==> src/rtl/csr_pkg.sv <==
package csr_pkg;

  // Widths that carry a meaning across the issue path.
  typedef logic [7:0]  phys_tag_t;  // Physical register tag.
  typedef logic [31:0] inst_num_t;  // ROB sequence number.
  typedef logic [31:0] word_t;
  typedef logic [11:0] csr_addr_t;

  // Encoding follows funct3[1:0] of the Zicsr instructions.
  typedef enum logic [1:0] {
    CSR_RW = 2'b01,  // Write source.
    CSR_RS = 2'b10,  // Set source bits.
    CSR_RC = 2'b11   // Clear source bits.
  } csr_op_t;

  // Machine-mode CSRs implemented by the unit.
  localparam csr_addr_t CSR_MSTATUS  = 12'h300;
  localparam csr_addr_t CSR_MTVEC    = 12'h305;
  localparam csr_addr_t CSR_MSCRATCH = 12'h340;
  localparam csr_addr_t CSR_MEPC     = 12'h341;
  localparam csr_addr_t CSR_MCAUSE   = 12'h342;

  // mstatus bit positions.
  localparam int MSTATUS_MIE  = 3;
  localparam int MSTATUS_MPIE = 7;

endpackage

==> src/rtl/csr_wakeup.sv <==
`timescale 1ns/100ps

module csr_wakeup #(
  parameter int DEPTH = 8
) (
  input  csr_pkg::phys_tag_t [DEPTH-1:0] entry_tags,
  input  csr_pkg::phys_tag_t             dispatch_tag,
  input  logic                           alu_done,
  input  csr_pkg::phys_tag_t             alu_tag,
  input  logic                           mul_done,
  input  csr_pkg::phys_tag_t             mul_tag,
  input  logic                           div_done,
  input  csr_pkg::phys_tag_t             div_tag,
  input  logic                           mem_read,
  input  csr_pkg::phys_tag_t             mem_tag,
  input  logic                           br_done,
  input  csr_pkg::phys_tag_t             br_tag,
  input  logic                           p_done,
  input  csr_pkg::phys_tag_t             p_tag,
  input  logic                           csr_done,
  input  csr_pkg::phys_tag_t             csr_tag,
  output logic [DEPTH-1:0]               wake,
  output logic                           dispatch_wake
);

  localparam int NUM_SRC = 7;

  logic [NUM_SRC-1:0] bc_valid;
  csr_pkg::phys_tag_t bc_tag [NUM_SRC];

  // mem_tag only counts during a load.
  assign bc_valid = {csr_done, p_done, br_done, mem_read, div_done, mul_done, alu_done};

  assign bc_tag[0] = alu_tag;
  assign bc_tag[1] = mul_tag;
  assign bc_tag[2] = div_tag;
  assign bc_tag[3] = mem_tag;
  assign bc_tag[4] = br_tag;
  assign bc_tag[5] = p_tag;
  assign bc_tag[6] = csr_tag;

  always_comb begin
    wake          = '0;
    dispatch_wake = 1'b0;
    for (int s = 0; s < NUM_SRC; s++) begin
      if (bc_valid[s]) begin
        for (int e = 0; e < DEPTH; e++) begin
          if (entry_tags[e] == bc_tag[s]) begin
            wake[e] = 1'b1;
          end
        end
        if (dispatch_tag == bc_tag[s]) begin
          dispatch_wake = 1'b1;  // Producer finishing at dispatch.
        end
      end
    end
  end

endmodule

==> src/rtl/csr_rs.sv <==
`timescale 1ns/100ps

module csr_rs #(
  parameter int DEPTH = 8
) (
  input  logic                           clk,
  input  logic                           arst_n,
  input  logic                           flush,
  input  logic                           dispatch,
  input  csr_pkg::inst_num_t             inst_num,
  input  csr_pkg::phys_tag_t             rd_tag,
  input  csr_pkg::phys_tag_t             src_tag,
  input  csr_pkg::csr_op_t               csr_op,
  input  csr_pkg::csr_addr_t             csr_addr,
  input  logic                           use_imm,
  input  csr_pkg::word_t                 imm,
  input  logic                           src_ready,
  input  logic [DEPTH-1:0]               wake,
  input  logic                           dispatch_wake,
  output csr_pkg::phys_tag_t [DEPTH-1:0] entry_tags,
  output logic                           rs_full,
  output logic                           issue_valid,
  output csr_pkg::inst_num_t             issue_inst_num,
  output csr_pkg::phys_tag_t             issue_rd_tag,
  output csr_pkg::phys_tag_t             issue_src_tag,
  output csr_pkg::csr_op_t               issue_op,
  output csr_pkg::csr_addr_t             issue_addr,
  output logic                           issue_use_imm,
  output csr_pkg::word_t                 issue_imm
);

  localparam int IDX_W = (DEPTH > 1) ? $clog2(DEPTH) : 1;

  // Entry control state.
  logic [DEPTH-1:0] valid;
  logic [DEPTH-1:0] ready;

  // Entry payload.
  csr_pkg::inst_num_t inst_nums [DEPTH];
  csr_pkg::phys_tag_t rd_tags   [DEPTH];
  csr_pkg::csr_op_t   ops       [DEPTH];
  csr_pkg::csr_addr_t addrs     [DEPTH];
  logic               use_imms  [DEPTH];
  csr_pkg::word_t     imms      [DEPTH];

  logic [IDX_W-1:0] alloc_idx;
  logic [IDX_W-1:0] issue_idx;
  logic [DEPTH-1:0] issue_req;
  logic             do_alloc;
  logic             dispatch_ready;

  assign rs_full = &valid;

  // Rename holds off while full; a stray dispatch is dropped.
  assign do_alloc = dispatch & ~rs_full & ~flush;

  // Immediate form has no register source to wait for.
  assign dispatch_ready = use_imm | src_ready | dispatch_wake;

  // Lowest free slot.
  always_comb begin
    alloc_idx = '0;
    for (int i = DEPTH - 1; i >= 0; i--) begin
      if (!valid[i]) begin
        alloc_idx = IDX_W'(i);
      end
    end
  end

  assign issue_req   = valid & ready;
  assign issue_valid = |issue_req;

  // Lowest ready slot wins.
  always_comb begin
    issue_idx = '0;
    for (int i = DEPTH - 1; i >= 0; i--) begin
      if (issue_req[i]) begin
        issue_idx = IDX_W'(i);
      end
    end
  end

  always_ff @(posedge clk or negedge arst_n) begin
    if (!arst_n) begin
      valid <= '0;
      ready <= '0;
    end else if (flush) begin
      valid <= '0;
      ready <= '0;
    end else begin
      for (int i = 0; i < DEPTH; i++) begin
        if (valid[i] && wake[i]) begin
          ready[i] <= 1'b1;
        end
      end
      if (issue_valid) begin
        valid[issue_idx] <= 1'b0;  // Slot frees as it issues.
      end
      // Alloc and issue never hit the same slot.
      if (do_alloc) begin
        valid[alloc_idx] <= 1'b1;
        ready[alloc_idx] <= dispatch_ready;
      end
    end
  end

  always_ff @(posedge clk) begin
    if (do_alloc) begin
      inst_nums[alloc_idx]  <= inst_num;
      rd_tags[alloc_idx]    <= rd_tag;
      entry_tags[alloc_idx] <= src_tag;
      ops[alloc_idx]        <= csr_op;
      addrs[alloc_idx]      <= csr_addr;
      use_imms[alloc_idx]   <= use_imm;
      imms[alloc_idx]       <= imm;
    end
  end

  assign issue_inst_num = inst_nums[issue_idx];
  assign issue_rd_tag   = rd_tags[issue_idx];
  assign issue_src_tag  = entry_tags[issue_idx];
  assign issue_op       = ops[issue_idx];
  assign issue_addr     = addrs[issue_idx];
  assign issue_use_imm  = use_imms[issue_idx];
  assign issue_imm      = imms[issue_idx];

endmodule

==> src/rtl/csr_unit.sv <==
`timescale 1ns/100ps

module csr_unit (
  input  logic               clk,
  input  logic               arst_n,
  input  logic               flush,
  input  logic               trap,
  input  csr_pkg::word_t     trap_pc,
  input  csr_pkg::word_t     trap_cause,
  input  logic               mret,
  input  logic               issue_valid,
  input  csr_pkg::inst_num_t issue_inst_num,
  input  csr_pkg::phys_tag_t issue_rd_tag,
  input  csr_pkg::phys_tag_t issue_src_tag,
  input  csr_pkg::csr_op_t   issue_op,
  input  csr_pkg::csr_addr_t issue_addr,
  input  logic               issue_use_imm,
  input  csr_pkg::word_t     issue_imm,
  input  csr_pkg::word_t     prf_rdata,
  output csr_pkg::phys_tag_t prf_raddr,
  output logic               csr_done,
  output csr_pkg::phys_tag_t done_tag,
  output csr_pkg::inst_num_t done_inst_num,
  output csr_pkg::word_t     done_value,
  output csr_pkg::word_t     trap_vector,
  output csr_pkg::word_t     epc
);

  // Issue register.
  logic               iss_valid;
  csr_pkg::inst_num_t iss_inst_num;
  csr_pkg::phys_tag_t iss_rd_tag;
  csr_pkg::phys_tag_t iss_src_tag;
  csr_pkg::csr_op_t   iss_op;
  csr_pkg::csr_addr_t iss_addr;
  logic               iss_use_imm;
  csr_pkg::word_t     iss_imm;

  // CSR file.
  csr_pkg::word_t mstatus;
  csr_pkg::word_t mtvec;
  csr_pkg::word_t mscratch;
  csr_pkg::word_t mepc;
  csr_pkg::word_t mcause;

  csr_pkg::word_t src_val;
  csr_pkg::word_t old_val;
  csr_pkg::word_t new_val;
  logic           wr_en;

  always_ff @(posedge clk or negedge arst_n) begin
    if (!arst_n) begin
      iss_valid <= 1'b0;
    end else begin
      iss_valid <= issue_valid & ~flush;
    end
  end

  always_ff @(posedge clk) begin
    if (issue_valid) begin
      iss_inst_num <= issue_inst_num;
      iss_rd_tag   <= issue_rd_tag;
      iss_src_tag  <= issue_src_tag;
      iss_op       <= issue_op;
      iss_addr     <= issue_addr;
      iss_use_imm  <= issue_use_imm;
      iss_imm      <= issue_imm;
    end
  end

  // Register file answers in the same cycle.
  assign prf_raddr = iss_src_tag;
  assign src_val   = iss_use_imm ? iss_imm : prf_rdata;

  always_comb begin
    case (iss_addr)
      csr_pkg::CSR_MSTATUS:  old_val = mstatus;
      csr_pkg::CSR_MTVEC:    old_val = mtvec;
      csr_pkg::CSR_MSCRATCH: old_val = mscratch;
      csr_pkg::CSR_MEPC:     old_val = mepc;
      csr_pkg::CSR_MCAUSE:   old_val = mcause;
      default:               old_val = '0;  // Unimplemented.
    endcase
  end

  always_comb begin
    case (iss_op)
      csr_pkg::CSR_RW: new_val = src_val;
      csr_pkg::CSR_RS: new_val = old_val | src_val;
      csr_pkg::CSR_RC: new_val = old_val & ~src_val;
      default:         new_val = old_val;
    endcase
  end

  // A flushed instruction neither writes nor completes.
  assign wr_en = iss_valid & ~flush;

  always_ff @(posedge clk or negedge arst_n) begin
    if (!arst_n) begin
      mstatus  <= '0;
      mtvec    <= '0;
      mscratch <= '0;
      mepc     <= '0;
      mcause   <= '0;
    end else if (trap) begin
      mepc                          <= trap_pc;
      mcause                        <= trap_cause;
      mstatus[csr_pkg::MSTATUS_MPIE] <= mstatus[csr_pkg::MSTATUS_MIE];
      mstatus[csr_pkg::MSTATUS_MIE]  <= 1'b0;
    end else if (mret) begin
      mstatus[csr_pkg::MSTATUS_MIE]  <= mstatus[csr_pkg::MSTATUS_MPIE];
      mstatus[csr_pkg::MSTATUS_MPIE] <= 1'b1;
    end else if (wr_en) begin
      case (iss_addr)
        csr_pkg::CSR_MSTATUS:  mstatus  <= new_val;
        csr_pkg::CSR_MTVEC:    mtvec    <= {new_val[31:2], 2'b00};  // Direct mode only.
        csr_pkg::CSR_MSCRATCH: mscratch <= new_val;
        csr_pkg::CSR_MEPC:     mepc     <= new_val;
        csr_pkg::CSR_MCAUSE:   mcause   <= new_val;
        default:               ;
      endcase
    end
  end

  always_ff @(posedge clk or negedge arst_n) begin
    if (!arst_n) begin
      csr_done <= 1'b0;
    end else begin
      csr_done <= wr_en;
    end
  end

  // rd receives the value before the write.
  always_ff @(posedge clk) begin
    if (wr_en) begin
      done_tag      <= iss_rd_tag;
      done_inst_num <= iss_inst_num;
      done_value    <= old_val;
    end
  end

  assign trap_vector = mtvec;
  assign epc         = mepc;

endmodule

==> src/rtl/csr_issue_top.sv <==
`timescale 1ns/100ps

module csr_issue_top #(
  parameter int DEPTH = 8
) (
  input  logic               clk,
  input  logic               arst_n,
  input  logic               dispatch,
  input  csr_pkg::inst_num_t inst_num,
  input  csr_pkg::phys_tag_t rd_tag,
  input  csr_pkg::csr_op_t   csr_op,
  input  csr_pkg::csr_addr_t csr_addr,
  input  logic               use_imm,
  input  csr_pkg::word_t     imm,
  input  csr_pkg::phys_tag_t src_tag,
  input  logic               src_ready,
  input  logic               alu_done,
  input  csr_pkg::phys_tag_t alu_tag,
  input  logic               mul_done,
  input  csr_pkg::phys_tag_t mul_tag,
  input  logic               div_done,
  input  csr_pkg::phys_tag_t div_tag,
  input  logic               br_done,
  input  csr_pkg::phys_tag_t br_tag,
  input  logic               p_done,
  input  csr_pkg::phys_tag_t p_tag,
  input  logic               mem_read,
  input  csr_pkg::phys_tag_t mem_tag,
  input  logic               flush,
  input  logic               trap,
  input  csr_pkg::word_t     trap_pc,
  input  csr_pkg::word_t     trap_cause,
  input  logic               mret,
  output csr_pkg::phys_tag_t prf_raddr,
  input  csr_pkg::word_t     prf_rdata,
  output logic               rs_full,
  output logic               csr_done,
  output csr_pkg::phys_tag_t done_tag,
  output csr_pkg::inst_num_t done_inst_num,
  output csr_pkg::word_t     done_value,
  output csr_pkg::word_t     trap_vector,
  output csr_pkg::word_t     epc
);

  csr_pkg::phys_tag_t [DEPTH-1:0] entry_tags;
  logic [DEPTH-1:0]               wake;
  logic                           dispatch_wake;
  logic                           rs_flush;

  logic               issue_valid;
  csr_pkg::inst_num_t issue_inst_num;
  csr_pkg::phys_tag_t issue_rd_tag;
  csr_pkg::phys_tag_t issue_src_tag;
  csr_pkg::csr_op_t   issue_op;
  csr_pkg::csr_addr_t issue_addr;
  logic               issue_use_imm;
  csr_pkg::word_t     issue_imm;

  assign rs_flush = flush | trap | mret;  // Redirects empty the pipe.

  csr_rs #(.DEPTH(DEPTH)) u_rs (
    .clk            (clk),
    .arst_n         (arst_n),
    .flush          (rs_flush),
    .dispatch       (dispatch),
    .inst_num       (inst_num),
    .rd_tag         (rd_tag),
    .src_tag        (src_tag),
    .csr_op         (csr_op),
    .csr_addr       (csr_addr),
    .use_imm        (use_imm),
    .imm            (imm),
    .src_ready      (src_ready),
    .wake           (wake),
    .dispatch_wake  (dispatch_wake),
    .entry_tags     (entry_tags),
    .rs_full        (rs_full),
    .issue_valid    (issue_valid),
    .issue_inst_num (issue_inst_num),
    .issue_rd_tag   (issue_rd_tag),
    .issue_src_tag  (issue_src_tag),
    .issue_op       (issue_op),
    .issue_addr     (issue_addr),
    .issue_use_imm  (issue_use_imm),
    .issue_imm      (issue_imm)
  );

  // CSR completion is the seventh wakeup source.
  csr_wakeup #(.DEPTH(DEPTH)) u_wakeup (
    .entry_tags    (entry_tags),
    .dispatch_tag  (src_tag),
    .alu_done      (alu_done),
    .alu_tag       (alu_tag),
    .mul_done      (mul_done),
    .mul_tag       (mul_tag),
    .div_done      (div_done),
    .div_tag       (div_tag),
    .mem_read      (mem_read),
    .mem_tag       (mem_tag),
    .br_done       (br_done),
    .br_tag        (br_tag),
    .p_done        (p_done),
    .p_tag         (p_tag),
    .csr_done      (csr_done),
    .csr_tag       (done_tag),
    .wake          (wake),
    .dispatch_wake (dispatch_wake)
  );

  csr_unit u_unit (
    .clk            (clk),
    .arst_n         (arst_n),
    .flush          (rs_flush),
    .trap           (trap),
    .trap_pc        (trap_pc),
    .trap_cause     (trap_cause),
    .mret           (mret),
    .issue_valid    (issue_valid),
    .issue_inst_num (issue_inst_num),
    .issue_rd_tag   (issue_rd_tag),
    .issue_src_tag  (issue_src_tag),
    .issue_op       (issue_op),
    .issue_addr     (issue_addr),
    .issue_use_imm  (issue_use_imm),
    .issue_imm      (issue_imm),
    .prf_rdata      (prf_rdata),
    .prf_raddr      (prf_raddr),
    .csr_done       (csr_done),
    .done_tag       (done_tag),
    .done_inst_num  (done_inst_num),
    .done_value     (done_value),
    .trap_vector    (trap_vector),
    .epc            (epc)
  );

endmodule

==> config.mk <==
export PLATFORM = sky130hd
export DESIGN_NAME = csr_issue_top
export DESIGN_NICKNAME = d
export VERILOG_FILES = /design/src/rtl/csr_pkg.sv /design/src/rtl/csr_wakeup.sv /design/src/rtl/csr_rs.sv /design/src/rtl/csr_unit.sv /design/src/rtl/csr_issue_top.sv
export SDC_FILE = /design/constraint.sdc
export NUM_CORES = 2
export LEC_CHECK = 0
export ABC_CLOCK_PERIOD_IN_PS = 13800
export BUFFER_PORTS_ARGS = -buffer_cell sky130_fd_sc_hd__buf_2
export CORE_MARGIN = 1.5
export CORE_UTILIZATION = 27
export CTS_CLUSTER_DIAMETER = 50
export DETAILED_ROUTE_END_ITERATION = 10
export SLEW_MARGIN = 15
export SYNTH_ARGS = -nofsm -noshare
export SYNTH_HDL_FRONTEND = slang
export SYNTH_SLANG_ARGS = --single-unit
==> constraint.sdc <==
create_clock -name clk -period 13.8 [get_ports clk]
set_clock_uncertainty 0.05 [all_clocks]
set_input_delay 0.69 -clock clk [delete_from_list [all_inputs] [get_ports clk]]
set_output_delay 0.69 -clock clk [all_outputs]
set_load 0.005 [all_outputs]
==> out/metrics.cfg <==
[worst_setup_path]
worst_setup_path_start_kind = input pin
crit_type = input pin to flip-flop
reg2reg_slack_ps = 10060
critPathMaxFanout = 55
reg2reg_to = u_unit.prf_raddr[1]$_DFFE_PN_
worstPathCellList = buf_2, or3_1, nor3_2, nand3_1, nor2_4, buf_4, buf_4
critPathArrivalTime_ps = 4130
endpoint_kind = flip-flop
worstPathRequired_ps = 14120
rr_worst_depth = 8
critPathMostFrequentCell = buf_4
slowest_delay_ps = 760
worstReg2RegStart = u_rs.valid[2]$_DFF_PN0_
slowest_stage = or3_1
cp-startpoint = flush

[placement]
place_hpwl_mm = 108.2
numPortBuffers = 395
gp_congestion = 0.9534

[die]
die_area_mm2 = 0.1899
start_util_pct = 27.24
die_w_um = 435.7
die_h_um = 435.7
num_rows = 158
io_pins = 398
core_mm2 = 0.1856

[layout]
drive_above_1_share_pct = 17.39
layout_common_cells = 927 x edfxtp_1, 403 x xor2_1, 394 x buf_2
fillers = 18337
utilization_pct = 31.90
nNetsFinal = 4352
final_common_cell = edfxtp_1
area_delta_synth_final_pct = 17.13

[clock_network]
ctsRootBufferMaster = clkbuf_16
clk_pin_slew_worst_paths_ps = 60
h-tree-depth = 4
cts_tree = built
clock_path_buffers = 3
tritoncts_num_sinks = 1103
cts_hold_buf = 0
cts_resized = 0
numCtsBuffers = 130
cts_setup_buffers = 0
clk_latency_ps = 750

[sta]
hold_viol = 0
tightest_slew_ps = 1194
maxSlewViolCount = 0
max_freq_mhz = 262.9
finalCritPeriodShare_pct = 27.56
whs_ps = 43.20
slew_headroom_pct = 20.41
setup_violations = 0
period_needed_ps = 3804
setup_tns_ps = 0
rsz0062_at_grt = false

[power_and_ir_drop]
ir_drop_mv = 0.1304
leakagePower_uw = 0.01965
power_density_mw_per_mm2 = 124.3

[run_status]
status = completed

[route]
routed_via_density = 5.200
final_antenna_net_count = 0
wl_per_cell_um = 25.33
wl_mm = 169.9
drt_iter0_markers = 3379
drc = 0
vias = 34880
drt-pass1-iter-count = 5

[grt]
grt_pass1_vias = 33953
grt_usage_pct = 17.27
grt_max_degree = 114
antenna_found_initial = 78
grt_pass1_wl_mm = 243.5
gr-total-overflow = 0

[synthesis]
synthFlopType = edfxtp_1
syn_inst = 3886
syn_avg_cell_area_um2 = 13.01
synthesis.area_mm2 = 0.05056
ys_async_sr_fraction_pct = 15.96
yosysUniqueCellTypes = 68
yosys_warnings = 0
synth-seq-cells = 1103
synth_edf_count = 927
seq_area_frac_synth_pct = 63.77

[job]
maxCapViolCount = 0

[hold_path]
hp-class = input pin to async pin

worst max-delay path, delay by kind of cell:
| kind | cells | cell delay (ps) |
|---|---|---|
| buffers and inverters | 3 | 1520 |
| AND/OR/NAND/NOR | 4 | 1790 |
flip-flops by register name, indices dropped and copies added, names as in the netlist, 12 cells and up:
name                  cells
u_unit.mscratch          32
u_rs.addrs               96
u_unit.done_inst_num     32
u_rs.entry_tags          64
u_rs.imms               256
u_rs.rd_tags             64
u_rs.inst_nums          256
u_unit.trap_vector       30
u_unit.iss_imm           32
u_unit.done_value        32
u_unit.epc               32
u_unit.iss_addr          12
u_unit.iss_inst_num      32
u_rs.ops                 16
u_unit.mcause            32
u_unit.mstatus           32
cells in the mapped netlist, types with 4 or more instances:
cell       count  share of area [%]
buf_1         62               0.46
nor2_1        52               0.39
nand3b_1      23               0.34
and2_1        24               0.30
a211oi_1      15               0.22
and3_1        35               0.43
nand2_1      191                1.4
o21ai_0      160                1.6
a41oi_1        4              0.069
nor4_1       107                1.3
a32oi_1       24               0.42
nor3_1       125                1.2
a31oi_1       16               0.20
o21a_1         6              0.089
inv_1         27               0.20
o21ai_1       72               0.71
nand4bb_1      4              0.089
clkbuf_1     259                1.9
a22oi_2        4              0.099
xnor2_1      101                1.7
a2111oi_0     17               0.29
mux2_2        12               0.27
nand4_1       52               0.64
a22oi_1       98                1.5
nand4b_1      19               0.33
or3b_2        17               0.29
buf_4         16               0.24
xor2_1       403                7.0
a21oi_1       94               0.93
o221ai_1      74                1.3
a221oi_1      79                1.4
o211ai_1      48               0.71
o41ai_1       15               0.26
a21o_1        61               0.91
mux2i_1      174                3.4
edfxtp_1     927                 55
nand3_1      164                1.6
nor2b_1        6              0.074
buf_2         44               0.44
o2111ai_1     17               0.29
dfrtp_1      176                8.7
nand2b_1       4              0.049
and4_1        17               0.29
per-stage QoR:
stage	instance area (um2)	std cells	total power, uW	setup slack (ps)
after detailed placement	54810	6448	3993	9254
after CTS	59150	6683	7429	10030
final	59220	6708	7363	9996
after global routing	59210	6705	7577	9826
after floorplan	50560	3887	3848	2575
after global placement	54790	6447	3986	9269
worst max-delay path by stage:
stage	cells after the start	slack [ps]	end
after global routing	7	9830	u_rs.inst_nums[5][9]$_DFFE_PP_
after global placement	7	9270	u_rs.addrs[5][1]$_DFFE_PP_
final	7	10000	u_rs.imms[5][15]$_DFFE_PP_
after floorplan	4	2570	u_rs.addrs[3][0]$_DFFE_PP_
after detailed placement	7	9250	u_rs.inst_nums[5][19]$_DFFE_PP_
after CTS	7	10030	u_rs.inst_nums[5][9]$_DFFE_PP_
routing by layer:
layer	GRT usage [%]	routed length (um)
met1	21.33	67840
met2	28.83	82460
met3	3.310	11110
met4	8.476	8368
met5	0	154
where the power goes:
part / internal (uW) / switching [uW] / leakage, uW
sequential: 3630 / 20.1 / 0.0107
clock: 2050 / 1390 / 0.00210
combinational: 93.5 / 183 / 0.00680
total: 5770 / 1590 / 0.0197
layout make-up:
type / instances / area, um2 / share of cell area, %
flip-flops and latches: 1103 / 32240 / 54.44
multi-input cells: 2373 / 16850 / 28.45
clock buffers: 154 / 3395 / 5.732
well taps: 2480 / 3103 / 5.240
repair buffers: 465 / 2524 / 4.261
clock inverters: 81 / 944.7 / 1.595
inverters: 27 / 101.3 / 0.1711
diodes: 25 / 62.56 / 0.1056
cell families (layout without fill, tap and decap cells):
group,after synthesis,count (layout),share of synthesized area [%]
DFF,1103,1103,63.77
and+or+nand+nor,863,863,9.315
AOI/OAI and AO/OA,818,818,11.14
xor gates and xnor gates,504,504,8.731
buffers and inverters,411,727,3.324
muxes,186,186,3.712
other,1,27,0.007417
No activity file was read; power rests on OpenSTA's default activity.
